`config.mk`:
```
export PLATFORM = sky130hd
export DESIGN_NAME = obj_scan
export DESIGN_NICKNAME = d
export VERILOG_FILES = /design/src/source/obj_pkg.sv /design/src/source/mmr_pkg.sv /design/src/source/obj_scan.sv
export SDC_FILE = /design/constraint.sdc
export NUM_CORES = 1
export LEC_CHECK = 0
export ABC_AREA = 0
export BUFFER_PORTS_ARGS = -buffer_cell sky130_fd_sc_hd__buf_4
export CORE_MARGIN = 2
export CORE_UTILIZATION = 39
export CTS_CLUSTER_SIZE = 8
export DETAILED_ROUTE_END_ITERATION = 10
export SYNTH_ARGS = -nofsm -noshare
export SYNTH_HDL_FRONTEND = slang
export SYNTH_SLANG_ARGS = --single-unit
```
`constraint.sdc`:
```
create_clock -name clk -period 7.8 [get_ports clk]
set_input_delay 1.17 -clock clk [delete_from_list [all_inputs] [get_ports clk]]
set_output_delay 1.17 -clock clk [all_outputs]
set_load 0.1 [all_outputs]
```
`src/source/obj_pkg.sv`:
```
package obj_pkg;

    // table geometry
    localparam int NUM_OBJ    = 128;                  // sprite entries
    localparam int OBJ_WORDS  = 4;                    // 16-bit words per entry
    localparam int TBL_WORDS  = NUM_OBJ * OBJ_WORDS;  // whole external table
    localparam int BANK_WORDS = TBL_WORDS / 2;        // even and odd banks split it

    // entry fields
    localparam int W0_ACTIVE  = 15;   // word 0, sprite enabled
    localparam int W0_HSZ_LO  = 10;   // word 0, height code at 11:10
    localparam int W3_HFLIP   = 8;    // word 3
    localparam int W3_VFLIP   = 9;
    localparam int MIN_HEIGHT = 16;   // height code 0

    typedef logic [ 6:0] obj_idx_t;     // entry number
    typedef logic [ 8:0] tbl_addr_t;    // word address in external RAM
    typedef logic [ 7:0] bank_addr_t;   // {entry, word bit 1}
    typedef logic [15:0] obj_word_t;    // one table word
    typedef logic [15:0] obj_code_t;    // tile code
    typedef logic [ 8:0] obj_pos_t;     // screen coordinate, also line counts
    typedef logic [ 6:0] obj_attr_t;    // palette and priority

    // one record per sprite hit, goes to the line drawer
    typedef struct packed {
        obj_code_t code;      // base code + row / 16
        obj_attr_t attr;
        logic      hflip;     // already merged with global flip
        logic      vflip;
        obj_pos_t  hpos;      // start column
        logic [3:0] ysub;     // row inside the 16-line tile
    } obj_draw_t;

endpackage

```
`src/source/mmr_pkg.sv`:
```
package mmr_pkg;

    typedef logic [1:0] cpu_addr_t;   // register select
    typedef logic [9:0] off_t;        // scroll style offsets

    // register map
    localparam cpu_addr_t REG_XOFF = 2'd0;
    localparam cpu_addr_t REG_YOFF = 2'd1;
    localparam cpu_addr_t REG_CFG  = 2'd2;
    localparam cpu_addr_t REG_TRIG = 2'd3;   // write only, starts a DMA

    typedef struct packed {
        logic        we;
        cpu_addr_t   addr;
        logic [15:0] dout;    // data from the CPU
        logic [ 1:0] dsn;     // byte strobes, active low, bit 0 is low byte
    } cpu_bus_t;

    // configuration byte
    typedef struct packed {
        logic [2:0] rsvd_hi;  // stored, no function here
        logic       dma_en;
        logic [1:0] rsvd_lo;
        logic       gvf;      // global vertical flip
        logic       ghf;      // global horizontal flip
    } mmr_cfg_t;

endpackage

```
`src/source/obj_scan.sv`:
```
`timescale 1ns/1ns

module obj_scan (
    input  logic                 clk,
    input  logic                 arst_n,
    input  logic                 hs,
    input  obj_pkg::obj_pos_t    vdump,
    input  mmr_pkg::off_t        xoffset,
    input  mmr_pkg::off_t        yoffset,
    input  logic                 ghf,
    input  logic                 gvf,
    // table banks
    output obj_pkg::bank_addr_t  rd_addr,
    input  obj_pkg::obj_word_t   rd_even,
    input  obj_pkg::obj_word_t   rd_odd,
    // line drawer
    output obj_pkg::obj_draw_t   draw,
    output logic                 dr_start,
    input  logic                 dr_busy
);

    typedef enum logic [2:0] {
        ST_IDLE,
        ST_READ_A,     // address words 0/1
        ST_READ_B,     // address words 2/3, 0/1 come back
        ST_DECIDE,     // 2/3 come back, hit test
        ST_WAIT_BUSY   // drawer handshake
    } state_t;

    state_t              state;
    obj_pkg::obj_idx_t   idx;        // current entry
    obj_pkg::obj_pos_t   line;       // vdump latched at hs
    obj_pkg::obj_word_t  w0;         // held over the second read
    obj_pkg::obj_word_t  w1;
    logic                hs_l;
    logic                hs_rise;
    logic                last;
    logic                step;       // entry done, move on

    // decode of the current entry
    logic                active;
    logic [1:0]          hcode;
    obj_pkg::obj_pos_t   height;
    obj_pkg::obj_pos_t   row;
    obj_pkg::obj_pos_t   erow;       // row after vertical flip
    obj_pkg::obj_pos_t   hraw;
    logic                vf;
    logic                hit;
    obj_pkg::obj_draw_t  nxt;

    assign hs_rise = hs && !hs_l;
    assign last    = idx == obj_pkg::obj_idx_t'(obj_pkg::NUM_OBJ - 1);
    assign rd_addr = {idx, state == ST_READ_B};   // same address for both banks

    // no hit, or the drawer took it and went idle again
    assign step = (state == ST_DECIDE && !hit) ||
                  (state == ST_WAIT_BUSY && !dr_start && !dr_busy);

    always_comb begin
        active = w0[obj_pkg::W0_ACTIVE];
        hcode  = w0[obj_pkg::W0_HSZ_LO +: 2];
        height = obj_pkg::obj_pos_t'(obj_pkg::MIN_HEIGHT) << hcode;   // 16..128
        row    = line + yoffset[8:0] - w0[8:0];                       // wraps at 512
        hit    = active && row < height;
        vf     = rd_odd[obj_pkg::W3_VFLIP] ^ gvf;
        erow   = vf ? height - 9'd1 - row : row;
        hraw   = rd_even[8:0] - xoffset[8:0];                         // x in word 2

        nxt.code  = w1 + obj_pkg::obj_code_t'(erow[8:4]);  // one tile per 16 lines
        nxt.attr  = rd_odd[6:0];
        nxt.hflip = rd_odd[obj_pkg::W3_HFLIP] ^ ghf;
        nxt.vflip = vf;
        nxt.hpos  = ghf ? 9'h1ff - hraw : hraw;           // mirrored screen
        nxt.ysub  = erow[3:0];
    end

    always_ff @(posedge clk or negedge arst_n) begin
        if (!arst_n) begin
            state    <= ST_IDLE;
            idx      <= '0;
            hs_l     <= 1'b0;
            dr_start <= 1'b0;
            draw     <= '0;
        end else begin
            hs_l     <= hs;
            dr_start <= 1'b0;   // pulse
            if (hs_rise) begin
                idx   <= '0;          // old walk dropped
                state <= ST_READ_A;
            end else if (step) begin
                idx   <= idx + 1'b1;
                state <= last ? ST_IDLE : ST_READ_A;
            end else begin
                case (state)
                    ST_READ_A: state <= ST_READ_B;
                    ST_READ_B: state <= ST_DECIDE;
                    ST_DECIDE: begin
                        draw     <= nxt;      // only hits reach here
                        dr_start <= 1'b1;
                        state    <= ST_WAIT_BUSY;
                    end
                    ST_WAIT_BUSY: ;           // drawer still busy
                    default: state <= ST_IDLE;
                endcase
            end
        end
    end

    always_ff @(posedge clk) begin
        if (hs_rise) line <= vdump;
        if (state == ST_READ_B) begin
            w0 <= rd_even;    // y, height, active
            w1 <= rd_odd;     // base code
        end
    end

endmodule

```
==> results of run 1 <==
## critical path, cell delays in order
cell	delay [ns]
sky130_fd_sc_hd__buf_4	0.07
sky130_fd_sc_hd__inv_1	0.04
sky130_fd_sc_hd__fa_1	0.52
sky130_fd_sc_hd__inv_1	0.06
sky130_fd_sc_hd__ha_1	0.29
sky130_fd_sc_hd__a21o_1	0.16
sky130_fd_sc_hd__a21oi_1	0.27
sky130_fd_sc_hd__o21bai_1	0.10
sky130_fd_sc_hd__a21oi_1	0.18
sky130_fd_sc_hd__xor2_1	0.39
sky130_fd_sc_hd__inv_1	0.09
sky130_fd_sc_hd__ha_1	0.33
sky130_fd_sc_hd__o21a_1	0.11
sky130_fd_sc_hd__o211ai_1	0.22
sky130_fd_sc_hd__and3_1	0.23
sky130_fd_sc_hd__nand4_2	0.81
sky130_fd_sc_hd__buf_4	0.55
sky130_fd_sc_hd__mux2_4	0.32
## cells in the final DEF (no fill, tap or decap), types with 3 or more instances in the layout
master                      Yosys  layout
sky130_fd_sc_hd__a21o_1         7       7
sky130_fd_sc_hd__a21oi_1       18      18
sky130_fd_sc_hd__and3_1         4       4
sky130_fd_sc_hd__buf_4          1     110
sky130_fd_sc_hd__clkbuf_16      0       9
sky130_fd_sc_hd__dfrtp_1       50      50
sky130_fd_sc_hd__edfxtp_1      37      37
sky130_fd_sc_hd__fa_1          11      11
sky130_fd_sc_hd__ha_1          31      31
sky130_fd_sc_hd__inv_1         52      52
sky130_fd_sc_hd__inv_6          0       4
sky130_fd_sc_hd__mux2_2        18      18
sky130_fd_sc_hd__mux2_4        20      20
sky130_fd_sc_hd__mux2i_1        5       5
sky130_fd_sc_hd__nand2_1       19      19
sky130_fd_sc_hd__nand2b_1      10      10
sky130_fd_sc_hd__nand3_1       12      12
sky130_fd_sc_hd__nand4_1        5       5
sky130_fd_sc_hd__nor2_1         9       9
sky130_fd_sc_hd__nor2b_1        3       3
sky130_fd_sc_hd__nor3_1         5       5
sky130_fd_sc_hd__o21a_1         3       3
sky130_fd_sc_hd__o21ai_0       10      10
sky130_fd_sc_hd__o21bai_1       4       4
sky130_fd_sc_hd__xnor2_1       34      34
sky130_fd_sc_hd__xor2_1        16      16
## logic make-up (layout without fill, tap and decap cells)
kind of cell             after synthesis  count (layout)
AND/OR/NAND/NOR                       75              75
XOR/XNOR                              50              50
adder cells (fa/ha/maj)               42              42
buffers and inverters                 59             178
AO/OA/AOI/OAI                         55              55
flip-flops                            87              87
multiplexers                          43              43
## final cells by class
cell class	instances	area [sq um]	share of cell area, %
Timing Repair Buffer	110	826	13.2
Inverter	52	195	3.12
Sequential cell	87	2360	37.7
Clock buffer	9	225	3.59
Clock inverter	7	78.8	1.26
Multi-Input combinational cell	265	2360	37.7
Tap cell	172	215	3.43
## worst max path at each step
stage                           from    endpoint  slack (ns)
after floorplan             state[2]  rd_addr[0]        1.94
after global placement    yoffset[1]    draw[15]        1.75
after detailed placement  yoffset[1]    draw[19]        1.71
after CTS                 yoffset[1]    draw[19]        2.06
after global routing      yoffset[1]    draw[15]        1.57
final                     yoffset[1]    draw[15]        2.09
## layer usage
layer | vias up | global-route usage (%) | share of wire, %
li1 | 1639 | - | -
met1 | 1581 | 19.8 | 45
met2 | 62 | 26.5 | 49
met3 | 12 | 3.50 | 4.4
met4 | 0 | 7.22 | 1.8
met5 | - | 0 | 0
## stage by stage
stage	area [sq um]	setup WS [ns]
floorplan	4990	1.94
global placement	5960	1.75
detailed placement	5960	1.71
CTS	6270	2.06
global route	6270	1.57
finish	6270	2.09
## cells in the mapped netlist (2+ instances only)
master	instances
sky130_fd_sc_hd__fa_1	11
sky130_fd_sc_hd__o211ai_1	2
sky130_fd_sc_hd__o21bai_1	4
sky130_fd_sc_hd__nor2b_1	3
sky130_fd_sc_hd__edfxtp_1	37
sky130_fd_sc_hd__nand3_1	12
sky130_fd_sc_hd__o21a_1	3
sky130_fd_sc_hd__a21oi_1	18
sky130_fd_sc_hd__a21o_1	7
sky130_fd_sc_hd__clkbuf_1	2
sky130_fd_sc_hd__o41ai_1	2
sky130_fd_sc_hd__nor2_1	9
sky130_fd_sc_hd__and3_1	4
sky130_fd_sc_hd__nor3_1	5
sky130_fd_sc_hd__o21ai_0	10
sky130_fd_sc_hd__mux2i_1	5
sky130_fd_sc_hd__mux2_4	20
sky130_fd_sc_hd__nand4_1	5
sky130_fd_sc_hd__xor2_1	16
sky130_fd_sc_hd__o31a_1	2
sky130_fd_sc_hd__ha_1	31
sky130_fd_sc_hd__nand2b_1	10
sky130_fd_sc_hd__inv_1	52
sky130_fd_sc_hd__xnor2_1	34
sky130_fd_sc_hd__mux2_2	18
sky130_fd_sc_hd__and4_1	2
sky130_fd_sc_hd__nand2_1	19
sky130_fd_sc_hd__buf_12	2
sky130_fd_sc_hd__dfrtp_1	50
## flip-flops by register name, indices dropped and copies added (netlist names)
| signal | flops |
|---|---|
| dr_start | 1 |
| idx | 7 |
| state | 3 |
| w0 | 12 |
| hs_l | 1 |
| w1 | 16 |
| line | 9 |
| draw | 38 |
==> impl_metrics.tcl, run 1 <==
set metrics [dict create \
    outcome "complete, no violations" \
    buffer_count_from_post_cts_setup_fixing 0 \
    grt_pass1_wl_mm 16.5 \
    critical_path_data_arrival_time_ns 5.94 \
    initial_utilization_pct 39.7 \
    cts_tree "built" \
    pin_count 114 \
    ys_ff_latch 87 \
    number_of_flops_mapped_to_enable_cells_by_yosys 37 \
    syn-mean-instance-area_sq_um 12.1 \
    hold_class "flop to flop" \
    synth_cells 411 \
    total_instance_count_after_detailed_placement 686 \
    ys_dominant_reg_cell "sky130_fd_sc_hd__dfrtp_1" \
    yosysTopAreaCell "sky130_fd_sc_hd__dfrtp_1" \
    setup.worst_path.start_class "primary input" \
    grt_util_all_layers_pct 15.9 \
    fp.dieH_microns 117 \
    crit-reg2reg-launch "w0[1]" \
    layout.filler_cells 1155 \
    routabilityCongestion 0.797 \
    post_drt_wl_per_cell_microns 14.2 \
    skew_ns 0.00464 \
    port_buffers 107 \
    ys_warn_count 0 \
    yosys.area_share.adder_pct 12.2 \
    fp.coreArea_sq_um 12600 \
    postRouteWirelength_mm 9.95 \
    clkSlewWorstSetupHoldPaths_ns 0.06 \
    drt_initial_violations 79 \
    nNetsFinal 634 \
    synth_top_family_by_area "adder cells" \
    drt_drc_violations_left 0 \
    hold_viol_final 0 \
    synthSimpleGateAreaFrac_pct 8.00 \
    clock_latency_ns 0.34 \
    endpoints_failing_setup 0 \
    cts.path.max_buffers 2 \
    num_rows 41 \
    fp.dieArea_sq_um 13700 \
    synthToLayoutAreaGrowth_pct 25.6 \
    slew-limit-headroom_pct 30.4 \
    first_global_vias 3468 \
    cts_num_sinks 87 \
    async_flop_share_pct 57.5 \
    detailed_place_hpwl_mm 7.60 \
    synth.lib_cells_used.distinct 45 \
    cts.hold.buffers_added 0 \
    hold_path_depth 1 \
    fin_crit_ns 5.71 \
    overflow 0 \
    required_time_at_the_endpoint_of_the_critical_path_ns 8.03 \
    syn_nets 520 \
    worst-setup-path-type "primary input to flop" \
    worst-r2r-cell-count 16 \
    cts-htree-levels 3 \
    crit_path_max_fanout 24 \
    detail-route-antenna-nets 0 \
    final_cell_count_no_fill 702 \
    setup.worst_path.end_class "flop" \
    via_per_inst 4.69 \
    root_buffer "sky130_fd_sc_hd__clkbuf_16" \
    cts-resized-gates 0 \
    maxSlewViolCount 0 \
    timing.hold.worst_endpoint "draw[14]" \
    seq_area_frac_synth_pct 47.4 \
    fin_hold_ws_ns 0.507 \
    num_vias 3294 \
    worst_hold_startpoint "draw[14]" \
    fmaxAchievable_mhz 175 \
    antenna_found_initial 0 \
    drv.max_cap_violation_count 0 \
    fin_util_pct 49.9 \
    rr_endpoint "draw[15]" \
    synthesized_cell_area_sq_um 4990 \
    rsz0062_at_grt "no" \
    yosysTopAreaCellShare_pct 25.1 \
    total_iterations_of_the_first_detailed_routing_run 4 \
    worst-slew-pin-transition_ns 1.04 \
    reg2reg_slack_ns 2.69 \
    synth.area.top_cells "sky130_fd_sc_hd__dfrtp_1 (25%), sky130_fd_sc_hd__edfxtp_1 (22%), sky130_fd_sc_hd__ha_1 (7.8%)" \
    synth-xor-area-share_pct 8.78 \
    layout_worst_path_cycle_share_pct 73.2 \
    cts-buffers-inserted 9 \
    synth-compound-area-share_pct 7.23 \
    die_extent_in_x_microns 117 \
    grt_max_degree 51 \
    drive_gt1_share_pct 32.3 \
    antenna-diode-count 0 \
    portion_of_netlist_area_occupied_by_mux_cells_pct 11.1 \
    final.setup.tns_ns 0 \
]
Power of run 1 is not shown: default switching activity piles up to over one toggle a cycle in this logic, so the estimate is an artifact.
==> run 2: changes to the inputs <==
- clock period: 7.8 -> 5.9 ns (I/O delays scaled with it)
==> run 2 against run 1 <==
Critical endpoint is now draw[36]. First-iteration DRC count rose by 6.3%. Die area did not move. Count of clock-buffer cells in the layout increased by 2. Register-to-register slack worse by 1.5 ns. Final cell count grew 0.14%. Via count grew 0.18%. Design area decreased by 0.48%. Global-route usage grew 0.16 points. Wire length increased by 0.22%. Clock skew up 0.0017 ns. Largest cell class unchanged.
==> impl_metrics.tcl, run 2 (synthesis results as in run 1) <==
set metrics [dict create \
    critical_path_data_arrival_time_ns 5.26 \
    cts-resized-gates 0 \
    cts.path.max_buffers 2 \
    cts-buffers-inserted 9 \
    routabilityCongestion 0.803 \
    fp.dieH_microns 117 \
    final.setup.tns_ns 0 \
    final-seq-area_sq_um 2360 \
    outcome "complete, no violations" \
    drt_initial_violations 84 \
    overflow 0 \
    port_buffers 107 \
    num_rows 41 \
    max_flop_register "draw" \
    cts_num_sinks 87 \
    post_dp_cell_area_sq_um 5970 \
    fp.coreArea_sq_um 12600 \
    slew-limit-headroom_pct 55.7 \
    synthToLayoutAreaGrowth_pct 25.0 \
    layout.filler_cells 1159 \
    layout_worst_path_cycle_share_pct 85.3 \
    skew_ns 0.00634 \
    rr_endpoint "draw[36]" \
    route.met3.wl_microns 431 \
    setup.worst_path.start_class "primary input" \
    dr_wl_met2_mm 4.91 \
    die_extent_in_x_microns 117 \
    timing.final.ws_setup_ns 0.866 \
    hold_viol_final 0 \
    crit-reg2reg-launch "w0[1]" \
    postRouteWirelength_mm 9.98 \
    cts-htree-levels 3 \
    post_drt_wl_per_cell_microns 14.2 \
    root_buffer "sky130_fd_sc_hd__clkbuf_16" \
    antenna-diode-count 0 \
    detailed_place_hpwl_mm 7.57 \
    antenna_found_initial 0 \
    total_iterations_of_the_first_detailed_routing_run 4 \
    buffer_count_from_post_cts_setup_fixing 0 \
    worst_path_most_repeated_cell "sky130_fd_sc_hd__a21oi_1" \
    rsz0062_at_grt "no" \
    timing.hold.worst_endpoint "draw[37]" \
    worst-r2r-cell-count 21 \
    required_time_at_the_endpoint_of_the_critical_path_ns 6.13 \
    met1_length_mm 4.43 \
    dr.max_layer_used "met4" \
    area_of_the_multi_input_gates_sq_um 2360 \
    nNetsFinal 635 \
    layout_top_registers "draw (38), w1 (16), w0 (12)" \
    cp_cell_sequence "buf_4 -> inv_1 -> fa_1 -> inv_1 -> ha_1 -> a21o_1 -> a21oi_1 -> o21bai_1 -> a21oi_1 -> xor2_1 -> inv_1 -> ha_1 -> a21o_1 -> a21oi_1 -> xnor2_1 -> nand2_1 -> o21ai_0 -> ha_1 -> a21oi_1 -> o21bai_1 -> nand3_1 -> xnor2_1 -> mux2_4" \
    grt_max_degree 51 \
    drt_drc_violations_left 0 \
    reg2reg_slack_ns 1.18 \
    pin_count 114 \
    fin_crit_ns 5.03 \
    grt_pass1_wl_mm 16.6 \
    cts.hold.buffers_added 0 \
    fp.dieArea_sq_um 13700 \
    fin_hold_ws_ns 0.507 \
    crit_buf_inv 4 \
    clock_latency_ns 0.34 \
    most-common-layout-cells "sky130_fd_sc_hd__buf_4 (111), sky130_fd_sc_hd__inv_1 (52), sky130_fd_sc_hd__dfrtp_1 (50)" \
    worst_hold_startpoint "draw[37]" \
    hold_path_depth 1 \
    preCtsSetupSlack_ns 0.496 \
    via_per_inst 4.69 \
    largest_register_ff_count 38 \
    worst-setup-path-type "primary input to flop" \
    setup.worst_path.end_class "flop" \
    detail-route-antenna-nets 0 \
    num_vias 3300 \
    fmaxAchievable_mhz 199 \
    initial_utilization_pct 39.7 \
    crit_path_max_fanout 5 \
    maxSlewViolCount 0 \
    clkSlewWorstSetupHoldPaths_ns 0.06 \
    endpoints_failing_setup 0 \
    drv.max_cap_violation_count 0 \
    finish.instance_area_sq_um 6240 \
    final_common_cell "sky130_fd_sc_hd__buf_4" \
    worst-slew-pin-transition_ns 0.665 \
    first_global_vias 3453 \
    hold_class "flop to flop" \
    critical-path-top-delay-family "compound AO/OA/AOI/OAI gates" \
    critical_path.slowest_cell "sky130_fd_sc_hd__fa_1" \
    grt_util_all_layers_pct 16.1 \
    cts_tree "built" \
    drive_gt1_share_pct 32.0 \
    cp_slowest_stage_delay_ns 0.52 \
]
-- run 2: changes by cell type in the layout (fill, tap and decap cells not counted), sizes merged --
cell | before | now
inv | 56 | 53
clkbuf | 9 | 11
clkinvlp | 0 | 2
buf | 110 | 111
bufinv | 1 | 0
-- run 2: layout make-up --
cell class	count	area share [%]
well taps	172	3.45
clock buffers	11	3.73
repair buffers	111	13.4
clock inverters	5	0.542
flip-flops and latches	87	37.9
multi-input cells	265	37.9
inverters	52	3.13
-- run 2: how the worst max path moves through the flow --
stage / start / to / cells after the start
6_report: yoffset[1] / draw[36] / 23
5_1_grt: yoffset[1] / draw[30] / 23
4_1_cts: yoffset[1] / draw[36] / 23
3_5_place_dp: yoffset[1] / draw[30] / 23
3_3_place_gp: yoffset[1] / draw[35] / 24
2_1_floorplan: state[2] / rd_addr[0] / 1
-- run 2: stage by stage --
stage               cells  util (%)
global placement      687      47.5
global route          703      49.6
detailed placement    687      47.5
CTS                   703      49.6
finish                703      49.6
floorplan             411         -
-- run 2: metal layers --
layer	vias up	GRT usage (%)
met5	-	0
met4	0	7.53
met3	12	3.91
met2	76	26.9
met1	1578	19.6
li1	1634	-
-- run 2: worst register-to-register path: cells and delay by family, from the launching register on --
| family | cells | cell delay [ns] |
|---|---|---|
| fa+ha+maj | 4 | 1.46 |
| simple gates | 2 | 0.22 |
| buf+inv | 2 | 0.14 |
| xor+xnor | 3 | 0.48 |
| mux | 1 | 0.26 |
| compound gates | 9 | 1.67 |
| flops | 1 | 0.38 |
Power of run 2 is left out for the same reason.
==> run 3: changes to the inputs <==
- MAX_ROUTING_LAYER: default -> met4
- REMOVE_ABC_BUFFERS: default -> 1
==> run 3 against run 2 <==
Register-to-register slack got worse by 0.02 ns. Wire length decreased by 0.69%. Count of clock-buffer cells in the layout decreased by 1. Die area unchanged. Largest cell class unchanged. Final cell count increased by 0.14%. Hold slack about the same. Non-clock buffer count increased by 1. Clock skew decreased by 0.00078 ns. First-iteration DRC count decreased by 21%. Global-route usage increased by 0.19 points.
==> impl_metrics.tcl, run 3 (synthesis results as in run 1) <==
set metrics [dict create \
    outcome "complete, no violations" \
    worst-r2r-cell-count 21 \
    final_common_cell "sky130_fd_sc_hd__buf_4" \
    critical_path.slowest_cell "sky130_fd_sc_hd__fa_1" \
    fp.dieArea_sq_um 13700 \
    fin_crit_ns 5.03 \
    num_vias 3292 \
    critical_path_data_arrival_time_ns 5.26 \
    hold_path_depth 1 \
    layout.filler_cells 1152 \
    fmaxAchievable_mhz 199 \
    endpoints_failing_setup 0 \
    antenna-diode-count 0 \
    slew-limit-headroom_pct 54.3 \
    largest_register_ff_count 38 \
    via_per_inst 4.68 \
    synthToLayoutAreaGrowth_pct 26.2 \
    cp_slowest_stage_delay_ns 0.56 \
    die_extent_in_x_microns 117 \
    nNetsFinal 636 \
    fp.dieH_microns 117 \
    cts_tree "built" \
    fp.coreArea_sq_um 12600 \
    routabilityCongestion 0.800 \
    port_buffers 107 \
    cp_cell_sequence "buf_4 -> inv_1 -> fa_1 -> inv_1 -> ha_1 -> a21o_1 -> a21oi_1 -> o21bai_1 -> a21oi_1 -> xor2_1 -> inv_1 -> ha_1 -> a21o_1 -> a21oi_1 -> xnor2_1 -> nand2_1 -> o21ai_0 -> ha_1 -> a21oi_1 -> o21bai_1 -> nand4_1 -> xnor2_1 -> mux2_2" \
    post_drt_wl_per_cell_microns 14.1 \
    max_flop_register "draw" \
    most-common-layout-cells "sky130_fd_sc_hd__buf_4 (111), sky130_fd_sc_hd__inv_1 (52), sky130_fd_sc_hd__dfrtp_1 (50)" \
    drive_gt1_share_pct 32.3 \
    detailed_place_hpwl_mm 7.53 \
    total_iterations_of_the_first_detailed_routing_run 4 \
    setup.worst_path.end_class "flop" \
    layout_worst_path_cycle_share_pct 85.2 \
    crit_buf_inv 4 \
    critical_path_depth 23 \
    first_global_vias 3413 \
    cts.hold.buffers_added 0 \
    hold_viol_final 0 \
    reg2reg_slack_ns 1.16 \
    crit_path_max_fanout 5 \
    setup.worst_path.start_class "primary input" \
    buffer_count_from_post_cts_setup_fixing 0 \
    overflow 0 \
    clock_latency_ns 0.34 \
    final.setup.tns_ns 0 \
    drt_initial_violations 66 \
    grt_util_all_layers_pct 16.3 \
    worst-slew-pin-transition_ns 0.685 \
    cts-resized-gates 0 \
    detail-route-antenna-nets 0 \
    clkSlewWorstSetupHoldPaths_ns 0.06 \
    grt_max_degree 51 \
    initial_utilization_pct 39.7 \
    hold_class "flop to flop" \
    cts_num_sinks 87 \
    critical-path-top-delay-family "compound AO/OA/AOI/OAI gates" \
    rsz0062_at_grt "no" \
    antenna_found_initial 0 \
    postRouteWirelength_mm 9.91 \
    drt_drc_violations_left 0 \
    pin_count 114 \
    drv.max_cap_violation_count 0 \
    skew_ns 0.00556 \
    grt_pass1_wl_mm 16.3 \
    layout_top_registers "draw (38), w1 (16), w0 (12)" \
    required_time_at_the_endpoint_of_the_critical_path_ns 6.13 \
    root_buffer "sky130_fd_sc_hd__clkbuf_16" \
    num_rows 41 \
    cts-htree-levels 3 \
    cts.path.max_buffers 2 \
    worst-setup-path-type "primary input to flop" \
    maxSlewViolCount 0 \
    cts-buffers-inserted 9 \
    worst_path_most_repeated_cell "sky130_fd_sc_hd__a21oi_1" \
]
run 3: cell types whose count changed in the layout (fill, tap and decap cells not counted), sizes merged:
cell      change
buf           +1
bufinv        +1
clkbuf        -1
clkinvlp      -2
inv           +2
run 3: final timing paths:
path,end,from
setup / recovery,draw[30],yoffset[1]
hold / removal,draw[27],draw[27]
setup reg to reg,draw[30],w0[1]
hold reg to reg,draw[27],draw[27]
max in group asynchronous,idx[2],arst_n
min in group asynchronous,draw[21],arst_n
run 3: worst reg2reg max path, stage by stage (launching register included):
cell	delay, ns
sky130_fd_sc_hd__edfxtp_1	0.42
sky130_fd_sc_hd__fa_1	0.52
sky130_fd_sc_hd__inv_1	0.08
sky130_fd_sc_hd__ha_1	0.29
sky130_fd_sc_hd__a21o_1	0.16
sky130_fd_sc_hd__a21oi_1	0.27
sky130_fd_sc_hd__o21bai_1	0.10
sky130_fd_sc_hd__a21oi_1	0.18
sky130_fd_sc_hd__xor2_1	0.23
sky130_fd_sc_hd__inv_1	0.07
sky130_fd_sc_hd__ha_1	0.32
sky130_fd_sc_hd__a21o_1	0.16
sky130_fd_sc_hd__a21oi_1	0.17
sky130_fd_sc_hd__xnor2_1	0.08
sky130_fd_sc_hd__nand2_1	0.06
sky130_fd_sc_hd__o21ai_0	0.10
sky130_fd_sc_hd__ha_1	0.35
sky130_fd_sc_hd__a21oi_1	0.11
sky130_fd_sc_hd__o21bai_1	0.41
sky130_fd_sc_hd__nand4_1	0.18
sky130_fd_sc_hd__xnor2_1	0.15
sky130_fd_sc_hd__mux2_2	0.25
run 3: layer usage:
layer	share of wire (%)	up-vias	routed length, microns	GRT usage, %
li1	-	1639	-	-
met1	44	1569	4370	19.7
met2	50	69	4980	26.6
met3	3.5	15	343	2.94
met4	2.1	0	211	7.45
met5	0	-	0	-
run 3: area by class of cell:
cell class / count / area (sq um) / share of cell area (%)
clock buffer: 10 / 239 / 3.80
clock inverter: 6 / 65.1 / 1.03
inverter: 52 / 195 / 3.10
multi-input combinational: 265 / 2360 / 37.6
sequential: 87 / 2360 / 37.5
tap: 172 / 215 / 3.42
timing repair buffer: 112 / 853 / 13.6
run 3: stage by stage:
| step | hold slack, ns | area, sq um | cells | worst slack (ns) | utilization [%] |
|---|---|---|---|---|---|
| 3_5_place_dp | 0.497 | 5990 | 688 | 0.507 | 47.7 |
| 2_1_floorplan | 0.474 | 4920 | 404 | 0.330 | - |
| 6_report | 0.507 | 6290 | 704 | 0.874 | 50.1 |
| 5_1_grt | 0.521 | 6290 | 704 | 0.477 | 50.1 |
| 4_1_cts | 0.512 | 6290 | 704 | 0.820 | 50.1 |
| 3_3_place_gp | 0.491 | 5990 | 688 | 0.574 | 47.7 |
Power of run 3 is left out for the same reason.
